**src/hw/ctl_consts.svh**
```systemverilog
`ifndef CTL_CONSTS_SVH
`define CTL_CONSTS_SVH

// Register map of the control memory
`define ADDR_CTL_FLAG                              8'h00
`define ADDR_FPGA_STATE                            8'h01
`define ADDR_VERSION_NUM_MAJOR                     8'h02
`define ADDR_VERSION_NUM_MINOR                     8'h03
`define ADDR_SILENCER_MODE                         8'h40
`define ADDR_SILENCER_UPDATE_RATE_INTENSITY        8'h41
`define ADDR_SILENCER_UPDATE_RATE_PHASE            8'h42
`define ADDR_SILENCER_COMPLETION_STEPS_INTENSITY   8'h43
`define ADDR_SILENCER_COMPLETION_STEPS_PHASE       8'h44
`define ADDR_PULSE_WIDTH_ENCODER_FULL_WIDTH_START  8'h50

// Bit positions in the control flag word
`define CTL_FLAG_BIT_SILENCER_SET                  2
`define CTL_FLAG_BIT_PULSE_WIDTH_ENCODER_SET       3
`define CTL_FLAG_BIT_FORCE_FAN                     8
`define CTL_FLAG_BIT_GPIO_IN_0                     9
`define CTL_FLAG_BIT_GPIO_IN_1                     10
`define CTL_FLAG_BIT_GPIO_IN_2                     11
`define CTL_FLAG_BIT_GPIO_IN_3                     12

// Firmware version
`define VERSION_NUM_MAJOR                          8'h0A
`define VERSION_NUM_MINOR                          8'h01

// Cycles from request to response on either memory port
`define RAM_RD_LATENCY                             2

// Silencer mode encodings
`define SILENCER_MODE_FIXED_UPDATE_RATE            1'b0
`define SILENCER_MODE_FIXED_COMPLETION_STEPS       1'b1

// Settings after reset
`define SILENCER_MODE_DEFAULT                      `SILENCER_MODE_FIXED_COMPLETION_STEPS
`define SILENCER_UPDATE_RATE_INTENSITY_DEFAULT     16'd256
`define SILENCER_UPDATE_RATE_PHASE_DEFAULT         16'd256
`define SILENCER_COMPLETION_STEPS_INTENSITY_DEFAULT 16'd10
`define SILENCER_COMPLETION_STEPS_PHASE_DEFAULT    16'd40
`define PWE_FULL_WIDTH_START_DEFAULT               16'd65025

`endif
```
**src/hw/ctl_pkg.sv**
```systemverilog
package ctl_pkg;

    typedef logic [7:0]  reg_addr_t;
    typedef logic [15:0] reg_data_t;
    typedef logic [15:0] ctl_flags_t;

    // Names the register a read response belongs to
    typedef enum logic [2:0] {
        FIELD_NONE                           = 3'd0,
        FIELD_CTL_FLAG                       = 3'd1,
        FIELD_SIL_MODE                       = 3'd2,
        FIELD_SIL_UPDATE_RATE_INTENSITY      = 3'd3,
        FIELD_SIL_UPDATE_RATE_PHASE          = 3'd4,
        FIELD_SIL_COMPLETION_STEPS_INTENSITY = 3'd5,
        FIELD_SIL_COMPLETION_STEPS_PHASE     = 3'd6,
        FIELD_PWE_FULL_WIDTH_START           = 3'd7
    } ctl_field_t;

    typedef enum logic [3:0] {
        ST_VER_MAJOR,
        ST_VER_MINOR,
        ST_POLL,
        ST_POLL_WAIT,
        ST_SIL_MODE,
        ST_SIL_RATE_I,
        ST_SIL_RATE_P,
        ST_SIL_STEPS_I,
        ST_SIL_STEPS_P,
        ST_PWE_FWS,
        ST_FLAG_WB,
        ST_STATE_WB
    } seq_state_t;

    typedef struct packed {
        logic       we;
        reg_addr_t  addr;
        reg_data_t  din;
        ctl_field_t tag;
        logic       valid;
    } ctl_req_t;

    typedef struct packed {
        logic       valid;
        ctl_field_t tag;
        reg_data_t  data;
    } ctl_rsp_t;

    typedef struct packed {
        logic      valid;
        logic      we;
        reg_addr_t addr;
        reg_data_t data;
    } host_req_t;

    typedef struct packed {
        logic      update;
        logic      mode;
        reg_data_t update_rate_intensity;
        reg_data_t update_rate_phase;
        reg_data_t completion_steps_intensity;
        reg_data_t completion_steps_phase;
    } silencer_settings_t;

    typedef struct packed {
        logic      update;
        reg_data_t full_width_start;
    } pwe_settings_t;

endpackage

```
**src/hw/ctl_sequencer.sv**
```systemverilog
`include "ctl_consts.svh"

module ctl_sequencer
    import ctl_pkg::*;
(
    input  logic       CLK,
    input  logic       rst,
    input  logic       thermo,
    input  ctl_rsp_t   ctl_rsp,
    output ctl_req_t   ctl_req,
    output logic       force_fan,
    output logic [3:0] gpio_in
);

    localparam ctl_flags_t sil_set_mask = 16'(1) << `CTL_FLAG_BIT_SILENCER_SET;
    localparam ctl_flags_t pwe_set_mask = 16'(1) << `CTL_FLAG_BIT_PULSE_WIDTH_ENCODER_SET;

    seq_state_t state;
    ctl_flags_t flags;
    ctl_flags_t rsp_flags;
    reg_data_t  fpga_state;
    logic       flag_rsp;

    function automatic ctl_req_t rd_req(input reg_addr_t addr, input ctl_field_t tag);
        ctl_req_t req;
        req.we    = 1'b0;
        req.addr  = addr;
        req.din   = '0;
        req.tag   = tag;
        req.valid = 1'b1;
        return req;
    endfunction

    function automatic ctl_req_t wr_req(input reg_addr_t addr, input reg_data_t din);
        ctl_req_t req;
        req.we    = 1'b1;
        req.addr  = addr;
        req.din   = din;
        req.tag   = FIELD_NONE;
        req.valid = 1'b1;
        return req;
    endfunction

    assign rsp_flags  = ctl_rsp.data;
    assign flag_rsp   = ctl_rsp.valid && (ctl_rsp.tag == FIELD_CTL_FLAG);
    assign fpga_state = {15'd0, thermo}; // THERMO in bit 0

    assign force_fan = flags[`CTL_FLAG_BIT_FORCE_FAN];
    assign gpio_in   = {flags[`CTL_FLAG_BIT_GPIO_IN_3], flags[`CTL_FLAG_BIT_GPIO_IN_2],
                        flags[`CTL_FLAG_BIT_GPIO_IN_1], flags[`CTL_FLAG_BIT_GPIO_IN_0]};

    always_ff @(posedge CLK) begin
        if (rst) begin
            state   <= ST_VER_MAJOR;
            ctl_req <= '0;
            flags   <= '0;
        end else begin
            ctl_req.valid <= 1'b0;
            case (state)
                ST_VER_MAJOR: begin
                    ctl_req <= wr_req(`ADDR_VERSION_NUM_MAJOR, {8'd0, `VERSION_NUM_MAJOR});
                    state   <= ST_VER_MINOR;
                end
                ST_VER_MINOR: begin
                    ctl_req <= wr_req(`ADDR_VERSION_NUM_MINOR, {8'd0, `VERSION_NUM_MINOR});
                    state   <= ST_POLL;
                end
                ST_POLL: begin
                    ctl_req <= rd_req(`ADDR_CTL_FLAG, FIELD_CTL_FLAG);
                    state   <= ST_POLL_WAIT;
                end
                ST_POLL_WAIT: begin
                    if (flag_rsp) begin // Arrives two cycles after the poll read
                        ctl_req <= wr_req(`ADDR_FPGA_STATE, fpga_state);
                        if (rsp_flags[`CTL_FLAG_BIT_SILENCER_SET]) begin
                            flags <= rsp_flags & ~sil_set_mask;
                            state <= ST_SIL_MODE;
                        end else if (rsp_flags[`CTL_FLAG_BIT_PULSE_WIDTH_ENCODER_SET]) begin
                            flags <= rsp_flags & ~pwe_set_mask;
                            state <= ST_PWE_FWS;
                        end else begin
                            flags <= rsp_flags;
                            state <= ST_POLL;
                        end
                    end
                end
                ST_SIL_MODE: begin
                    ctl_req <= rd_req(`ADDR_SILENCER_MODE, FIELD_SIL_MODE);
                    state   <= ST_SIL_RATE_I;
                end
                ST_SIL_RATE_I: begin
                    ctl_req <= rd_req(`ADDR_SILENCER_UPDATE_RATE_INTENSITY,
                                      FIELD_SIL_UPDATE_RATE_INTENSITY);
                    state   <= ST_SIL_RATE_P;
                end
                ST_SIL_RATE_P: begin
                    ctl_req <= rd_req(`ADDR_SILENCER_UPDATE_RATE_PHASE,
                                      FIELD_SIL_UPDATE_RATE_PHASE);
                    state   <= ST_SIL_STEPS_I;
                end
                ST_SIL_STEPS_I: begin
                    ctl_req <= rd_req(`ADDR_SILENCER_COMPLETION_STEPS_INTENSITY,
                                      FIELD_SIL_COMPLETION_STEPS_INTENSITY);
                    state   <= ST_SIL_STEPS_P;
                end
                ST_SIL_STEPS_P: begin
                    ctl_req <= rd_req(`ADDR_SILENCER_COMPLETION_STEPS_PHASE,
                                      FIELD_SIL_COMPLETION_STEPS_PHASE);
                    state   <= ST_FLAG_WB;
                end
                ST_PWE_FWS: begin
                    ctl_req <= rd_req(`ADDR_PULSE_WIDTH_ENCODER_FULL_WIDTH_START,
                                      FIELD_PWE_FULL_WIDTH_START);
                    state   <= ST_FLAG_WB;
                end
                ST_FLAG_WB: begin
                    ctl_req <= wr_req(`ADDR_CTL_FLAG, flags); // Set bit already cleared
                    state   <= ST_STATE_WB;
                end
                ST_STATE_WB: begin
                    ctl_req <= wr_req(`ADDR_FPGA_STATE, fpga_state);
                    state   <= ST_POLL;
                end
                default: state <= ST_POLL;
            endcase
        end
    end

endmodule

```
**config.mk**
```make
export PLATFORM = sky130hd
export DESIGN_NAME = ctl_sequencer
export DESIGN_NICKNAME = d
export VERILOG_FILES = /design/src/hw/ctl_pkg.sv /design/src/hw/ctl_sequencer.sv
export VERILOG_INCLUDE_DIRS = /design/src /design/src/hw
export SDC_FILE = /design/constraint.sdc
export NUM_CORES = 1
export LEC_CHECK = 0
export BUFFER_PORTS_ARGS = -buffer_cell sky130_fd_sc_hd__buf_4
export CAP_MARGIN = 0
export CORE_MARGIN = 1
export CORE_UTILIZATION = 50
export DETAILED_ROUTE_END_ITERATION = 6
export PLACE_DENSITY_LB_ADDON = 0.1
export SKIP_CTS_REPAIR_TIMING = 1
export SYNTH_ARGS = -nofsm -noshare
export SYNTH_HDL_FRONTEND = slang
export SYNTH_SLANG_ARGS = --single-unit
```
**constraint.sdc**
```tcl
create_clock -name CLK -period 1.68 [get_ports CLK]
set_clock_uncertainty 0.2 [all_clocks]
set_input_delay 0.336 -clock CLK [delete_from_list [all_inputs] [get_ports CLK]]
set_output_delay 0.336 -clock CLK [all_outputs]
set_load 0.1 [all_outputs]
```
# [Yosys cells after proc, flatten, opt, wreduce, memory -nomap -nowiden]
# Index checks and enable logic that the tools add are counted.
[op_classes] n_reduce_logical=6 n_mux=7 eq_ne=13
[ops] operator="29-bit one-hot mux with 12 select lines" n=1
[ops] operator="4-bit one-hot mux with 9 select lines" n=1
[ops] operator="29-bit two-way mux" n=1
[ops] operator="4-bit by 3-bit equality test with 1-bit output (second input constant)" n=4
[ops] operator="4-bit equality test (second input constant)" n=4
[ops] operator="4-bit two-way mux" n=4
[ops] operator="12-bit nonzero test" n=1
[ops] operator="4-bit by 2-bit equality test with 1-bit output (second input constant)" n=2
[ops] operator="4-bit by 1-bit equality test with 1-bit output (second input constant)" n=1
[ops] operator="4-bit zero test" n=1
[ops] operator="2-bit AND reduction" n=2
[ops] operator="3-bit by 1-bit equality test with 1-bit output (second input constant)" n=1
[ops] operator="2-bit != test (second input constant)" n=1
[ops] operator="2-bit OR reduction" n=1
[ops] operator="1-bit logical AND" n=1
[totals] output_inout_bits=34 reg_bits=49 wordCells=33 input_bits=23

# [Logic depth before layout (Yosys ltp)]
[depth] word_depth=4 mapped_depth=7 mapped_depth_nobuf=4

# [Least setup slack after synthesis]
# Ideal clock, no wire load.
[synth_path] kind="register -> register" startpoint="register, netlist name ctl_req[21]" endpoint="register ctl_req[21] (netlist name)" t_arrival_ps=1437 stages_incl_launch_ff=3 setup_slack_ps=-71 setup_ps=115 required_time_ps=1365 path_cell_list="dfxtp_1 -> a31oi_1 -> a2111oi_0"
[synth_lines] element="end signal: assignment" line_no="ctl_sequencer.sv:61" text="ctl_req <= wr_req(`ADDR_VERSION_NUM_MAJOR, {8'd0, `VERSION_NUM_MAJOR});"
[synth_lines] element="end signal: assignment" line_no="ctl_sequencer.sv:65" text="ctl_req <= wr_req(`ADDR_VERSION_NUM_MINOR, {8'd0, `VERSION_NUM_MINOR});"
[synth_lines] element="end signal: assignment" line_no="ctl_sequencer.sv:69" text="ctl_req <= rd_req(`ADDR_CTL_FLAG, FIELD_CTL_FLAG);"
[synth_lines] element="end: declaration" line_no="ctl_sequencer.sv:10" text="output ctl_req_t ctl_req,"

# [Worst setup path after layout]
[layout_path] startpoint="register state[2]" endpoint="register ctl_req[19] (netlist name)"
[layout_via] elab_chain_len=3 word_cells_on_any_way=16 classes_between="eq/ne: 12; mux: 1; reduce/logical: 3"
[layout_rtl] element="start: declaration" line_no="ctl_sequencer.sv:18" text="seq_state_t state;"
[layout_rtl] element="start signal: assignment" line_no="ctl_sequencer.sv:54" text="state <= ST_VER_MAJOR;"
[layout_rtl] element="start signal: assignment" line_no="ctl_sequencer.sv:62" text="state <= ST_VER_MINOR;"
[layout_rtl] element="start signal: assignment" line_no="ctl_sequencer.sv:66" text="state <= ST_POLL;"
[layout_rtl] element="4-bit by 2-bit equality test with 1-bit output (tied with other cells)" line_no="ctl_sequencer.sv:59" text="case (state)"
[layout_rtl] element="12-bit nonzero test (no source line) or 2-bit != test (tied branches)"
[layout_rtl] element="2-bit AND reduction (no source line)"
# Parallel ways exist; a longest one is shown, timed or not.
# A chain may end at the register's enable or synchronous reset.

==> results.cfg <==
[worst_setup_path]
crit_chain = buf_6, nand4bb_4, o21a_4, nor2_8, a22o_1
cp-end-kind = register
critical_path_class = reg2reg
r2r_setup_slack_ps = 20
max_stage_delay_ps = 340
worstPathMaxFanout = 8
cp_slowest_cell = dfxtp_2
startpoint_type = register
cp.required_ps = 1710
arrival_ps = 1700

[yosys]
seq_area_frac_synth = 0.474
syn_area_per_cell_sq_um = 8.98
yosys.area.top_type_share = 0.474
yosys_warnings = 0
ys.flop_type = dfxtp_1
synth_top_family_by_area = compound AO/OA/AOI/OAI gates
synth_compound_area_frac = 0.222
synthesis.area_sq_um = 1860
synthMuxAreaShare = 0
synth-seq-cells = 44
yosys.area_share.simple = 0.213
yosysTopAreaCell = dfxtp_1
synth.area.top_cells = dfxtp_1 47%, a22o_1 7.1%, nand2_1 6.7%
synth_most_common_cell = dfxtp_1
yosysUniqueCellTypes = 39
synth_xor_area_frac = 0
synthCells = 207
synthAdderAreaFrac = 0
async_flop_share = 0
synth_edf_count = 0
synth_common_cells = 44 x dfxtp_1, 33 x nand2_1, 21 x a21oi_1

[die]
fp.dieW_um = 63.0
io_pins = 57
die_height_um = 63.0
die_area_sq_um = 3960
rows = 21
start_util = 0.540
core-area_sq_um = 3440

[clock_tree]
cts_buffers = 5
insertion_delay_ps = 290
cts_tree = built
clk_pin_slew_worst_paths_ps = 80
root_buffer = clkbuf_8
h-tree-depth = 2
clockBufferDepth = 2
cts_sinks = 44

[routing]
dr.pass1.iters = 5
drt_iter0_drc = 106
num_vias = 1676
drc = 0
drtAntennaViolNets = 0
routed_via_density = 5.37
wl_per_cell_um = 14.0
drt-total-wl_um = 4380

[sta]
slew-limit-headroom = 0.521
grt_setup_unrepaired = yes
clock.fmax_mhz = 601
fin_worst_hold_slack_ps = 81.8
setup_viol = 0
tightest_slew_ps = 712
setup_ws_ps = 16.8
hold_viol = 0
slew_violations = 0
fin_crit_sh = 0.990
finalSetupTns_ps = 0
post-route-min-period_ps = 1660

[global_route]
grt_pass1_vias = 1475
grt.overflow.total = 0
grt_max_degree = 31
antenna_found_initial = 0
grt_usage = 0.213
grt_pass1_wl_um = 6560

[placement]
place_ws_ps = -226
port_buffers = 52
gp_congestion = 0.901
dpl.cell_count = 296
hpwl_um = 2840
dpl_cell_area_sq_um = 2240

[hold_path]
hp-class = in2reg

[run_status]
outcome = complete, no violations

[power]
power_leakage_nw = 1.03
total_power_mw = 2.40
power_density_nw_per_um2 = 978
vdd_drop_max_mv = 0.632

[final_layout]
n_antenna_cell = 0
drive_above_1_share = 0.342
final_core_util = 0.712
area_growth_pct = 31.9
multi_input_area_sq_um = 847
register_area_sq_um = 886
fill_cells = 293
nNetsFinal = 288
fin_area_sq_um = 2450
finalNonFillerCells = 312

[run]
drv_cap = 0
[registers in the layout, indices dropped and copies added, names as in the netlist]
name,flops
ctl_req,25
flags,15
state,4
[final timing paths]
kind	startpoint	end	cells after the start
max	state[2]	ctl_req[19]	5
min reg2reg	flags[5]	flags[5]	2
max reg2reg	state[2]	ctl_req[19]	5
min	ctl_rsp[10]	flags[10]	3
[worst max-delay path, delay by kind of cell (launching register included)]
kind,cells,cell delay [ps]
simple gates,2,480
compound gates,2,470
flops,1,340
buf+inv,1,130
[cell type report]
class                           count  area share
Clock inverter                      2      0.0158
Timing Repair Buffer               69       0.215
Inverter                            3     0.00459
Sequential cell                    44       0.361
Tap cell                           46      0.0235
Clock buffer                        6      0.0337
Multi-Input combinational cell    142       0.346
[per-layer routing]
metal,up-vias,share of wire,GRT usage
li1,832,-,-
met1,770,0.48,0.281
met2,74,0.45,0.341
met3,0,0.071,0.0639
met4,0,0,0.0436
met5,-,0,0
[power by group]
group / total [mW] / switching (mW) / internal [mW] / leakage, nW
Sequential: 1.09 / 0.0205 / 1.07 / 0.359
Combinational: 0.467 / 0.332 / 0.136 / 0.607
Clock: 0.836 / 0.350 / 0.486 / 0.0614
[kinds of logic after synthesis]
family	Yosys count
compound gates	61
buf+inv	25
flops	44
other cells	1
simple gates	76
[cells in the final DEF, fill, tap and decap left out, types with 2 or more instances in the layout]
cell,count
a22o_1,15
nand2_1,33
nor3_1,3
nand3_1,4
nor3b_1,2
dfxtp_1,40
inv_1,2
o21ai_0,10
nor2_1,19
buf_4,63
a31oi_1,2
dfxtp_2,4
a211oi_1,3
conb_1,4
buf_6,4
nand2b_1,3
nor2b_1,2
buf_2,2
nor4_1,3
a21oi_1,21
clkbuf_8,6
Power figures use the tool's default switching activity.
