**config.mk**
```make
export PLATFORM = sky130hd
export DESIGN_NAME = settings_loader
export DESIGN_NICKNAME = d
export VERILOG_FILES = /design/src/hw/ctl_pkg.sv /design/src/hw/settings_loader.sv
export VERILOG_INCLUDE_DIRS = /design/src /design/src/hw
export SDC_FILE = /design/constraint.sdc
export NUM_CORES = 1
export LEC_CHECK = 0
export ABC_AREA = 1
export BUFFER_PORTS_ARGS = -buffer_cell sky130_fd_sc_hd__buf_2
export CAP_MARGIN = 30
export CORE_MARGIN = 3
export CORE_UTILIZATION = 50
export CTS_CLUSTER_SIZE = 12
export DETAILED_ROUTE_END_ITERATION = 10
export PLACE_DENSITY_LB_ADDON = 0.1
export SLEW_MARGIN = 20
export SYNTH_ARGS = -nofsm -noshare
export SYNTH_HDL_FRONTEND = slang
export SYNTH_SLANG_ARGS = --single-unit
```
**constraint.sdc**
```tcl
create_clock -name CLK -period 1.15 [get_ports CLK]
set_input_delay 0.115 -clock CLK [delete_from_list [all_inputs] [get_ports CLK]]
set_output_delay 0.115 -clock CLK [all_outputs]
set_load 0.01 [all_outputs]
```
**src/hw/ctl_consts.svh**
```systemverilog
`ifndef CTL_CONSTS_SVH
`define CTL_CONSTS_SVH

// Register map of the control memory
`define ADDR_CTL_FLAG                              8'h00
`define ADDR_FPGA_STATE                            8'h01
`define ADDR_VERSION_NUM_MAJOR                     8'h02
`define ADDR_VERSION_NUM_MINOR                     8'h03
`define ADDR_SILENCER_MODE                         8'h40
`define ADDR_SILENCER_UPDATE_RATE_INTENSITY        8'h41
`define ADDR_SILENCER_UPDATE_RATE_PHASE            8'h42
`define ADDR_SILENCER_COMPLETION_STEPS_INTENSITY   8'h43
`define ADDR_SILENCER_COMPLETION_STEPS_PHASE       8'h44
`define ADDR_PULSE_WIDTH_ENCODER_FULL_WIDTH_START  8'h50

// Bit positions in the control flag word
`define CTL_FLAG_BIT_SILENCER_SET                  2
`define CTL_FLAG_BIT_PULSE_WIDTH_ENCODER_SET       3
`define CTL_FLAG_BIT_FORCE_FAN                     8
`define CTL_FLAG_BIT_GPIO_IN_0                     9
`define CTL_FLAG_BIT_GPIO_IN_1                     10
`define CTL_FLAG_BIT_GPIO_IN_2                     11
`define CTL_FLAG_BIT_GPIO_IN_3                     12

// Firmware version
`define VERSION_NUM_MAJOR                          8'h0A
`define VERSION_NUM_MINOR                          8'h01

// Cycles from request to response on either memory port
`define RAM_RD_LATENCY                             2

// Silencer mode encodings
`define SILENCER_MODE_FIXED_UPDATE_RATE            1'b0
`define SILENCER_MODE_FIXED_COMPLETION_STEPS       1'b1

// Settings after reset
`define SILENCER_MODE_DEFAULT                      `SILENCER_MODE_FIXED_COMPLETION_STEPS
`define SILENCER_UPDATE_RATE_INTENSITY_DEFAULT     16'd256
`define SILENCER_UPDATE_RATE_PHASE_DEFAULT         16'd256
`define SILENCER_COMPLETION_STEPS_INTENSITY_DEFAULT 16'd10
`define SILENCER_COMPLETION_STEPS_PHASE_DEFAULT    16'd40
`define PWE_FULL_WIDTH_START_DEFAULT               16'd65025

`endif
```
**src/hw/ctl_pkg.sv**
```systemverilog
package ctl_pkg;

    typedef logic [7:0]  reg_addr_t;
    typedef logic [15:0] reg_data_t;
    typedef logic [15:0] ctl_flags_t;

    // Names the register a read response belongs to
    typedef enum logic [2:0] {
        FIELD_NONE                           = 3'd0,
        FIELD_CTL_FLAG                       = 3'd1,
        FIELD_SIL_MODE                       = 3'd2,
        FIELD_SIL_UPDATE_RATE_INTENSITY      = 3'd3,
        FIELD_SIL_UPDATE_RATE_PHASE          = 3'd4,
        FIELD_SIL_COMPLETION_STEPS_INTENSITY = 3'd5,
        FIELD_SIL_COMPLETION_STEPS_PHASE     = 3'd6,
        FIELD_PWE_FULL_WIDTH_START           = 3'd7
    } ctl_field_t;

    typedef enum logic [3:0] {
        ST_VER_MAJOR,
        ST_VER_MINOR,
        ST_POLL,
        ST_POLL_WAIT,
        ST_SIL_MODE,
        ST_SIL_RATE_I,
        ST_SIL_RATE_P,
        ST_SIL_STEPS_I,
        ST_SIL_STEPS_P,
        ST_PWE_FWS,
        ST_FLAG_WB,
        ST_STATE_WB
    } seq_state_t;

    typedef struct packed {
        logic       we;
        reg_addr_t  addr;
        reg_data_t  din;
        ctl_field_t tag;
        logic       valid;
    } ctl_req_t;

    typedef struct packed {
        logic       valid;
        ctl_field_t tag;
        reg_data_t  data;
    } ctl_rsp_t;

    typedef struct packed {
        logic      valid;
        logic      we;
        reg_addr_t addr;
        reg_data_t data;
    } host_req_t;

    typedef struct packed {
        logic      update;
        logic      mode;
        reg_data_t update_rate_intensity;
        reg_data_t update_rate_phase;
        reg_data_t completion_steps_intensity;
        reg_data_t completion_steps_phase;
    } silencer_settings_t;

    typedef struct packed {
        logic      update;
        reg_data_t full_width_start;
    } pwe_settings_t;

endpackage

```
**src/hw/settings_loader.sv**
```systemverilog
`include "ctl_consts.svh"

module settings_loader
    import ctl_pkg::*;
(
    input  logic               CLK,
    input  logic               rst,
    input  ctl_rsp_t           ctl_rsp,
    output silencer_settings_t silencer,
    output pwe_settings_t      pwe
);

    always_ff @(posedge CLK) begin
        if (rst) begin
            silencer.update                     <= 1'b0;
            silencer.mode                       <= `SILENCER_MODE_DEFAULT;
            silencer.update_rate_intensity      <= `SILENCER_UPDATE_RATE_INTENSITY_DEFAULT;
            silencer.update_rate_phase          <= `SILENCER_UPDATE_RATE_PHASE_DEFAULT;
            silencer.completion_steps_intensity <= `SILENCER_COMPLETION_STEPS_INTENSITY_DEFAULT;
            silencer.completion_steps_phase     <= `SILENCER_COMPLETION_STEPS_PHASE_DEFAULT;
            pwe.update                          <= 1'b0;
            pwe.full_width_start                <= `PWE_FULL_WIDTH_START_DEFAULT;
        end else begin
            silencer.update <= 1'b0; // Single cycle pulses
            pwe.update      <= 1'b0;
            if (ctl_rsp.valid) begin
                case (ctl_rsp.tag)
                    FIELD_SIL_MODE: begin
                        silencer.mode <= ctl_rsp.data[0];
                    end
                    FIELD_SIL_UPDATE_RATE_INTENSITY: begin
                        silencer.update_rate_intensity <= ctl_rsp.data;
                    end
                    FIELD_SIL_UPDATE_RATE_PHASE: begin
                        silencer.update_rate_phase <= ctl_rsp.data;
                    end
                    FIELD_SIL_COMPLETION_STEPS_INTENSITY: begin
                        silencer.completion_steps_intensity <= ctl_rsp.data;
                    end
                    FIELD_SIL_COMPLETION_STEPS_PHASE: begin
                        silencer.completion_steps_phase <= ctl_rsp.data;
                        silencer.update                 <= 1'b1; // Last silencer field
                    end
                    FIELD_PWE_FULL_WIDTH_START: begin
                        pwe.full_width_start <= ctl_rsp.data;
                        pwe.update           <= 1'b1;
                    end
                    default: begin
                        // Flag word and untagged responses belong to the sequencer
                    end
                endcase
            end
        end
    end

endmodule

```
After elaboration in Yosys (flattened, before gate mapping)
Index checks and enable logic that the tools add are counted.

word-level totals
  output and inout bits = 83
  bits in registers = 83

operators by class
  equal/unequal tests = 6
  bitwise gates (word level) = 1
  reductions and logical operators = 7
  multiplexer cells = 2

operators by type and width
  operator              number
  $mux W17              1
  $eq A3 B3 Y1 const B  4
  $reduce_and A2 Y1     6
  $eq A3 B2 Y1 const B  2
  $reduce_or A2 Y1      1
  $mux W1               1
  $not A1 Y1            1

Logic depth before layout (Yosys ltp)
Gate-level depths: netlist of run 1.

  word-level depth = 2
  gate-level depth with buffers = 7
  gate-level depth less buffers = 6

Worst setup path before layout of run 1
No wires, ideal clock.

  path kind = input-to-reg
  from = in ctl_rsp[16] in the netlist's numbering
  to = reg silencer[51] in the netlist's numbering
  cell stages on the path = 7
  buffers on the path = 2
  setup slack = 0.221 ns
  setup time = 0.113 ns
  required time = 1.037 ns
  data arrival time = 0.816 ns
  path through = buf_4 > nand2_2 > nor2_2 > buf_2 > nand2_1 > nand2_1 > nor2_1

on the way
  word-level cells in the longest chain between the ends = 2

RTL lines
  item                         line                   source
  start: declaration           settings_loader.sv:8   input ctl_rsp_t ctl_rsp,
  $eq A3 B2 Y1                 settings_loader.sv:27  case (ctl_rsp.tag)
  $reduce_and A2 Y1 (no line)  --
  end: declaration             settings_loader.sv:9   output silencer_settings_t silencer,

No other way between the ends.
A chain may end at the register's enable or synchronous reset.

==> impl_metrics.csv, run 1 <==
group,metric,value,unit
place,gp_congestion,0.8343,
pwr,p_leak,2.310,nW
die,dieArea,7770,sq um
logic_synthesis,seq_area_frac_synth,49.24,%
worst_setup_path,end_kind,"flop",
pwr,p_sw,1.483,mW
sta,setup_viol,0,
clock_network,clock-sinks,83,
die,fp-row-count,29,
global_routing,grt_usage,23.47,%
logic_synthesis,netlist_area,3374,sq um
worst_setup_path,critPathBufInv,4,
logic_synthesis,syn_inst,502,
final_layout,layout_common_cells,"nand2_1 (143), nor2_1 (107), buf_2 (104)",
sta,fin_worst_skew,0,ns
worst_setup_path,cp_cell_sequence,"dlygate4sd3_1 > buf_2 > inv_2 > buf_12 > nand2_1 > nor2_1",
die,die_h,88.15,microns
routing,routed_via_density,4.696,
clock_network,cts_tree,"built",
pwr,p_sw_share,25.78,%
final_layout,diodes,0,
global_routing,grt_pass1_wl,13.78,mm
sta,hold_viol,0,
final_layout,syn2layout_area_growth,26.21,%
pwr,p_comb_share,11.7,%
worst_setup_path,worst-endpoint-required,1.44,ns
final_layout,drive_above_1_share,23.46,%
final_layout,instances_no_fill,695,
worst_setup_path,criticalPathCategory,"in -> reg",
final_layout,mostFrequentLayoutCell,"nand2_1",
routing,wl,8.926,mm
sta,fmax,961.9,MHz
routing,detail-route-antenna-nets,0,
logic_synthesis,synth_seq_cells,83,
hold_path,hp-class,"in -> reg",
logic_synthesis,synth_top_family_by_area,"simple AND/OR/NAND/NOR gates",
place,dpl_cell_area,3993,sq um
logic_synthesis,synth_fp_nets,524,
pwr,vdd_drop_max,780.2,uV
logic_synthesis,synthAdderAreaFrac,0,%
worst_setup_path,startpoint_type,"primary input",
die,fp.coreArea,6459,sq um
pwr,power_density,1350,nW/um^2
logic_synthesis,synth_cell_types,18,
worst_setup_path,cpMaxStageDelayCell,"dlygate4sd3_1",
worst_setup_path,critPathTopFamily,"buffers and inverters",
place,dp.cells,674,
pwr,seq_power_share,52.6,%
die,die_x,88.15,microns
worst_setup_path,arrival,1.33,ns
clock_network,htree_levels,3,
sta,drv_slew,0,
worst_setup_path,crit_fanout,35,
logic_synthesis,synth.mux.area_fraction,0,%
pwr,power_frac_clock,35.7,%
place,dpl_worst_slack,0.08374,ns
clock_network,post_cts_buffers,0,
routing,drt_iter0_markers,118,
sta,relSlewSlack,79.78,%
clock_network,numCtsBuffers,9,
final_layout,postLayoutCellArea,4259,sq um
clock_network,cts_resized,0,
status,status,"completed",
routing,firstDrtPassIters,4,
logic_synthesis,synth_top_area_cell,"dfxtp_1",
logic_synthesis,yosys.area_share.simple,36.71,%
global_routing,grt_remaining_overflow,0,
final_layout,fin_nets,636,
sta,finalCriticalPeriod,1.040,ns
logic_synthesis,synth_top_area_share,49.24,%
routing,wl_per_cell,12.84,microns
logic_synthesis,synth-xor-area-share,0,%
die,ios,105,
logic_synthesis,synthTopCellsByArea,"dfxtp_1 (49%), nand2_1 (16%), nor2_1 (12%), inv_1 (8.6%), nand3_1 (7.0%)",
clock_network,worstSkewPairLatency,0.35,ns
logic_synthesis,yosys_warnings,0,
clock_network,path_clk_slew,0.08,ns
sta,setup_ws,0.1104,ns
sta,worstMarginPinSlew,0.3029,ns
sta,rsz0062_at_grt,"false",
clock_network,cts_root_buffer,"clkbuf_8",
global_routing,grt_max_degree,71,
place,port_buffers,104,
logic_synthesis,avgSynthCellArea,6.722,sq um
sta,post-route-period-util,90.40,%
final_layout,fillers,605,
global_routing,grt_pass1_vias,2967,
worst_setup_path,critPathMaxStageDelay,0.54,ns
routing,num_vias,3264,
logic_synthesis,synth_compound_area_share,1.483,%
routing,post-route-drc-count,0,
run,drv_cap,0,
die,initial_core_util,52.25,%
global_routing,antenna_found_initial,0,
place,dpl.hpwl,6.192,mm
sta,setup_tns,0,ns
clock_network,clock_path_buffers,2,
pwr,p_int,4.269,mW
==> kinds of logic after synthesis <==
family / count (synthesis)
simple gates: 305
buf+inv: 104
flops: 83
compound gates: 10
==> synth_stat cells (all sizes together) <==
master	number
buf	19
nor2	111
clkbuf	5
nand4	1
inv	79
o21ai	10
nand3	48
dfxtp	83
clkinv	1
nand2	145
==> area by class of cell <==
class | count | area (sq um) | share of cell area, %
tap | 77 | 96.34 | 2.262
multi-input combinational | 315 | 1289 | 30.26
timing repair buffer | 125 | 720.7 | 16.92
sequential | 83 | 1662 | 39.01
clock inverter | 5 | 53.80 | 1.263
inverter | 80 | 300.3 | 7.051
clock buffer | 10 | 137.6 | 3.231
==> what timing repair did <==
item	CTS	global route
hold buffers	5	0
hold endpoints to repair	6	0
endpoints found under the setup margin	0	5
==> worst paths after layout <==
check / slack (ns) / cells after the start / end / start
min reg2reg: 0.46 / 2 / pwe[0] / pwe[0]
max reg2reg: 0.49 / 2 / pwe[2] / pwe[2]
max: 0.11 / 6 / silencer[13] / rst
min: 0.005 / 3 / pwe[4] / ctl_rsp[4]
==> worst reg2reg max path: cells and delay by family, from the launching register on <==
family	cells	cell delay (ns)
flip-flops	1	0.32
AO/OA/AOI/OAI	1	0.18
AND/OR/NAND/NOR	1	0.05
==> flip-flops by register name, summed over array words and instances, names as in the netlist <==
name	count
pwe	17
silencer	66
==> through the flow <==
| stage | power [mW] | util, % | hold slack (ns) |
|---|---|---|---|
| 6_report | 5.751 | 65.94 | 0.005498 |
| 5_1_grt | 6.012 | 65.94 | 0.01449 |
| 4_1_cts | 5.770 | 65.56 | 0.002956 |
| 3_5_place_dp | 3.737 | 61.82 | 0.3241 |
| 3_3_place_gp | 3.724 | 61.82 | 0.3288 |
| 2_1_floorplan | 3.467 | - | 0.1874 |
==> power groups by stage <==
stage | sequential, mW | clock [mW] | combinational (mW)
2_1_floorplan | 3.14 | 0 | 0.331
3_3_place_gp | 3.09 | 0 | 0.636
3_5_place_dp | 3.09 | 0 | 0.647
4_1_cts | 3.02 | 2.08 | 0.662
5_1_grt | 3.03 | 2.22 | 0.759
6_report | 3.02 | 2.06 | 0.673
==> layer usage <==
layer  wire length, microns  track usage, %
met1                   3973           29.12
met2                   4125           37.74
met3                    603           6.585
met4                    224           11.13
met5                      0               0
(Power assumes the default switching activity.)
==> run 2: changes to the inputs <==
--- a/config.mk
+++ b/config.mk
@@ -9,11 +9,14 @@
 export ABC_AREA = 1
 export BUFFER_PORTS_ARGS = -buffer_cell sky130_fd_sc_hd__buf_2
 export CAP_MARGIN = 30
+export CORE_ASPECT_RATIO = 1.4
 export CORE_MARGIN = 3
 export CORE_UTILIZATION = 50
 export CTS_CLUSTER_SIZE = 12
 export DETAILED_ROUTE_END_ITERATION = 10
+export GPL_ROUTABILITY_DRIVEN = 0
 export PLACE_DENSITY_LB_ADDON = 0.1
+export RECOVER_POWER = 25
 export SLEW_MARGIN = 20
 export SYNTH_ARGS = -nofsm -noshare
 export SYNTH_HDL_FRONTEND = slang
==> impl_metrics.csv, run 2 (synthesis gave the netlist of run 1 again) <==
group,metric,value,unit
status,status,"completed",
clock_network,clock_path_buffers,2,
routing,routed_via_density,4.661,
routing,wl_met1,3.907,mm
final_layout,mostFrequentLayoutCell,"nand2_1",
routing,drt_iter0_markers,275,
die,fp.coreArea,6381,sq um
final_layout,drive_above_1_share,16.23,%
routing,firstDrtPassIters,4,
worst_setup_path,end_kind,"flop",
die,dieArea,7785,sq um
global_routing,antenna_found_initial,0,
routing,wl,9.037,mm
global_routing,grt_max_degree,59,
routing,routed-wl-met3,508,microns
pwr,power,5.693,mW
clock_network,cts_root_buffer,"clkbuf_8",
clock_network,numCtsBuffers,9,
worst_setup_path,crit_fanout,23,
global_routing,grt_usage,24.51,%
place,port_buffers,104,
final_layout,largest_register,"silencer",
final_layout,diodes,0,
final_layout,syn2layout_area_growth,25.29,%
sta,hold_viol,0,
sta,relSlewSlack,75.61,%
final_layout,fin_nets,634,
place,dpl_cell_area,4026,sq um
place,dpl.hpwl,6.041,mm
die,fp-row-count,34,
sta,setup_tns,0,ns
global_routing,grt_remaining_overflow,0,
sta,post-route-period-util,93.24,%
die,die_x,75.43,microns
final_layout,layout_common_cells,"nand2_1 (143), nor2_1 (108), dfxtp_1 (83)",
routing,post-route-drc-count,0,
worst_setup_path,startpoint_type,"primary input",
global_routing,grt_pass1_vias,2874,
sta,rsz0062_at_grt,"false",
sta,fin_worst_skew,0,ns
worst_setup_path,worst-endpoint-required,1.43,ns
worst_setup_path,arrival,1.35,ns
clock_network,path_clk_slew,0.07,ns
die,ios,105,
global_routing,grt_pass1_wl,13.97,mm
worst_setup_path,criticalPathCategory,"in -> reg",
die,die_h,103.2,microns
hold_path,hp-class,"in -> reg",
die,initial_core_util,52.88,%
run,drv_cap,0,
clock_network,clock-sinks,83,
clock_network,htree_levels,3,
pwr,power_density,1347,nW/um^2
routing,num_vias,3207,
routing,detail-route-antenna-nets,0,
pwr,p_leak,2.158,nW
final_layout,postLayoutCellArea,4228,sq um
sta,setup_viol,0,
sta,worstMarginPinSlew,0.3646,ns
clock_network,worstSkewPairLatency,0.35,ns
routing,top_layer_used,"met4",
routing,routed-wl-met2,4.536,mm
sta,finalCriticalPeriod,1.072,ns
clock_network,cts_tree,"built",
final_layout,largest_register_ffs,66,
final_layout,reg_top3,"silencer: 66 flops, pwe: 17 flops",
sta,drv_slew,0,
sta,fmax,932.7,MHz
pwr,vdd_drop_max,928.3,uV
routing,wl_per_cell,13.14,microns
-- run 2: changes by cell type in the layout (fill, tap and decap cells not counted), sizes merged --
| cell | before | now |
|---|---|---|
| buf | 119 | 77 |
| clkbuf | 11 | 49 |
| clkinvlp | 0 | 2 |
| clkinv | 5 | 3 |
| dlygate4sd3 | 5 | 7 |
-- run 2: final cells by class --
| class | instances | area [sq um] |
|---|---|---|
| inverters | 80 | 300.3 |
| multi-input cells | 315 | 1286 |
| flip-flops and latches | 83 | 1662 |
| clock inverters | 5 | 55.05 |
| fillers | 616 | 2153 |
| well taps | 72 | 90.09 |
| clock buffers | 10 | 127.6 |
| repair buffers | 123 | 706.9 |
-- run 2: worst max-delay path, cell delays in order --
cell           delay [ns]
dlygate4sd3_1        0.53
buf_2                0.14
inv_2                0.07
buf_4                0.25
o21ai_0              0.13
nor2_1               0.11
-- run 2: power by group --
part | internal (mW) | switching [mW] | leakage (nW) | total (mW)
registers | 2.97 | 0.0513 | 0.675 | 3.02
logic | 0.245 | 0.420 | 1.39 | 0.665
clock network | 0.985 | 1.02 | 0.0881 | 2.00
-- run 2: worst paths after layout --
kind                                   from       to  slack [ns]  cells past startpoint
worst max-delay path                    rst   pwe[7]        0.08                      6
worst min-delay path            ctl_rsp[10]  pwe[10]       0.005                      3
worst max register to register       pwe[6]   pwe[6]        0.46                      2
worst min register to register       pwe[9]   pwe[9]        0.46                      2
-- run 2: per-layer routing --
metal / GRT usage (%) / up-vias
li1: - / 1693
met1: 31.05 / 1419
met2: 40.85 / 86
met3: 6.770 / 9
met4: 6.460 / 0
met5: 0 / -
-- run 2: repair_timing --
item,4_1_cts,5_1_grt
endpoints found under the hold margin,6,2
resized for setup,0,0
buffers inserted,0,0
hold buffers,5,2
-- run 2: through the flow --
stage               cells  hold WS (ns)  setup slack [ns]  utilization, %
CTS                   686     0.0007850           0.08854           66.75
global route          688      0.007276          0.009506           66.25
global placement      666        0.3280           0.08931           63.10
floorplan             502        0.1874            0.2213               -
detailed placement    666        0.3308           0.05371           63.10
finish                688      0.004699           0.07779           66.25
==> run 3: changes to the inputs <==
--- a/config.mk
+++ b/config.mk
@@ -6,15 +6,12 @@
 export SDC_FILE = /design/constraint.sdc
 export NUM_CORES = 1
 export LEC_CHECK = 0
-export ABC_AREA = 1
 export BUFFER_PORTS_ARGS = -buffer_cell sky130_fd_sc_hd__buf_2
 export CAP_MARGIN = 30
-export CORE_ASPECT_RATIO = 1.4
 export CORE_MARGIN = 3
 export CORE_UTILIZATION = 50
 export CTS_CLUSTER_SIZE = 12
 export DETAILED_ROUTE_END_ITERATION = 10
-export GPL_ROUTABILITY_DRIVEN = 0
 export PLACE_DENSITY_LB_ADDON = 0.1
 export RECOVER_POWER = 25
 export SLEW_MARGIN = 20
==> impl_metrics.csv, run 3 <==
group,metric,value,unit
clock_network,post_cts_buffers,0,
clock_network,numCtsBuffers,9,
die,dieArea,7663,sq um
hold_path,hold_depth,3,
clock_network,ctsHoldBuffers,0,
final_layout,layout_common_cells,"buf_2 (103), dfxtp_1 (83), nand2b_1 (82)",
worst_setup_path,critPathMaxStageDelay,0.49,ns
final_layout,diodes,0,
routing,detail-route-antenna-nets,0,
logic_synthesis,synthTopCellsByCount,"dfxtp_1 (83), nand2b_1 (82), mux2i_1 (81), nor2_1 (29), clkbuf_1 (9)",
final_layout,fin_util,64.38,%
sta,rsz0062_at_grt,"false",
sta,finalCriticalPeriod,0.9827,ns
global_routing,antenna_found_initial,0,
place,dpl.hpwl,5.215,mm
global_routing,grt_usage,19.95,%
clock_network,clock-sinks,83,
sta,worstMarginPinSlew,0.7515,ns
sta,setup_ws,0.1673,ns
worst_setup_path,r2r_start,"silencer[5]",
worst_setup_path,reg2reg_slack,0.50,ns
status,status,"completed",
final_layout,syn2layout_area_growth,23.67,%
worst_setup_path,arrival,1.24,ns
global_routing,grt_pass1_wl,11.83,mm
routing,routed_via_density,4.961,
worst_setup_path,cpMaxStageDelayCell,"clkbuf_2",
clock_network,worstSkewPairLatency,0.33,ns
place,gp_congestion,0.8101,
hold_path,whs_endpoint,"pwe[15]",
sta,drv_slew,0,
final_layout,fillers,548,
worst_setup_path,crit_fanout,17,
final_layout,largest_register_ffs,66,
final_layout,mostFrequentLayoutCell,"buf_2",
routing,num_vias,2426,
routing,firstDrtPassIters,4,
logic_synthesis,synth_top_area_cell,"dfxtp_1",
logic_synthesis,synth_fp_nets,328,
logic_synthesis,synth_cell_types,16,
logic_synthesis,seq_area_frac_synth,49.98,%
logic_synthesis,syn_inst,306,
place,port_buffers,104,
worst_setup_path,worst-endpoint-required,1.41,ns
final_layout,largest_register,"silencer",
die,ios,105,
logic_synthesis,synth-edff-count,0,
die,fp-row-count,29,
worst_setup_path,startpoint_type,"primary input",
sta,fmax,1018,MHz
clock_network,cts_resized,0,
hold_path,hp-class,"in -> reg",
clock_network,htree_levels,3,
final_layout,drive_above_1_share,30.83,%
place,dpl_worst_slack,0.08065,ns
final_layout,regArea,1662,sq um
global_routing,grt_remaining_overflow,0,
final_layout,reg_top3,"silencer: 66 flops, pwe: 17 flops",
hold_path,hold_start,"ctl_rsp[15]",
worst_setup_path,cp_cell_sequence,"clkbuf_1 > nand4b_1 > clkbuf_2 > mux2i_1",
die,die_h,87.54,microns
global_routing,grt_max_degree,38,
logic_synthesis,synth_top_area_share,49.98,%
die,initial_core_util,52.06,%
clock_network,cts_root_buffer,"clkbuf_8",
worst_setup_path,end_kind,"flop",
sta,setup_viol,0,
pwr,vdd_drop_max,993.1,uV
logic_synthesis,synth_seq_cells,83,
sta,hold_viol,0,
sta,relSlewSlack,49.90,%
die,die_x,87.54,microns
routing,drt_iter0_markers,70,
clock_network,clock_path_buffers,2,
pwr,p_leak,2.084,nW
logic_synthesis,async_flop_share,0,%
logic_synthesis,avgSynthCellArea,10.86,sq um
worst_setup_path,criticalPathCategory,"in -> reg",
logic_synthesis,synthTopCellsByArea,"dfxtp_1 (50%), mux2i_1 (24%), nand2b_1 (15%), nor2_1 (3.3%), buf_2 (1.1%)",
sta,post-route-period-util,85.45,%
logic_synthesis,yosys_warnings,0,
routing,wl_per_cell,15.13,microns
sta,setup_tns,0,ns
logic_synthesis,netlist_area,3324,sq um
logic_synthesis,synth_ff_type,"dfxtp_1",
place,dp.cells,474,
logic_synthesis,synth_most_common_cell,"dfxtp_1",
routing,post-route-drc-count,0,
final_layout,instances_no_fill,489,
sta,fin_worst_skew,0,ns
die,fp.coreArea,6386,sq um
global_routing,grt_pass1_vias,2440,
final_layout,fin_nets,430,
worst_setup_path,reg2reg_to,"silencer[5]",
routing,wl,7.397,mm
pwr,power_density,1369,nW/um^2
worst_setup_path,rr_worst_depth,2,
pwr,power,5.631,mW
final_layout,multi_input_area,1515,sq um
run,drv_cap,0,
clock_network,cts_tree,"built",
clock_network,path_clk_slew,0.09,ns
-- run 3: cell count changes in the layout (fill, tap and decap cells not counted), sizes merged, moves of 3 or more --
cell,change
buf,+32
clkbuf,-34
dlygate4sd3,-7
inv,-79
mux2i,+81
nand2,-145
nand2b,+82
nand3,-48
nand4b,+3
nor2,-82
o21ai,-10
-- run 3: layout make-up --
| type | instances | share of cell area, % |
|---|---|---|
| clock buffer | 10 | 3.104 |
| clock inverter | 5 | 1.917 |
| multi-input combinational | 200 | 36.85 |
| sequential | 83 | 40.41 |
| tap | 77 | 2.343 |
| timing repair buffer | 114 | 15.37 |
-- run 3: how the worst max path moves through the flow --
stage | slack, ns | endpoint | startpoint | depth (start not counted)
after floorplan | 0.19 | silencer[38] | ctl_rsp[19] | 5
after global placement | 0.15 | silencer[45] | ctl_rsp[17] | 4
after detailed placement | 0.08 | silencer[41] | ctl_rsp[17] | 4
after CTS | 0.18 | silencer[5] | silencer[5] | 1
after global routing | 0.08 | pwe[5] | ctl_rsp[16] | 4
final | 0.17 | silencer[15] | ctl_rsp[16] | 4
-- run 3: critical path: cells and delay by family --
kind / cells / cell delay, ns
buffers and inverters: 2 / 0.72
multiplexers: 1 / 0.24
AND/OR/NAND/NOR: 1 / 0.16
-- run 3: layer usage --
layer,wire [microns],up-vias,global-route usage [%]
met4,111,0,8.787
li1,-,1206,-
met3,414,9,4.516
met2,3613,63,32.95
met1,3258,1148,24.96
met5,0,-,0
-- run 3: power breakdown --
group	internal, mW	switching [mW]
Combinational	0.214	0.242
Sequential	2.94	0.0324
Clock	1.21	0.998
-- run 3: cell families after synthesis --
| kind of cell | after synthesis | synth area share (%) |
|---|---|---|
| buffers and inverters | 23 | 4.366 |
| muxes | 81 | 24.39 |
| DFF | 83 | 49.98 |
| and+or+nand+nor | 119 | 21.26 |
-- run 3: stage by stage --
step | cell area [sq um] | hold WS, ns
6_report | 4111 | 0.06925
5_1_grt | 4111 | 0.07738
4_1_cts | 4165 | 0.06299
3_5_place_dp | 3959 | 0.4132
3_3_place_gp | 3959 | 0.4003
2_1_floorplan | 3324 | 0.2762
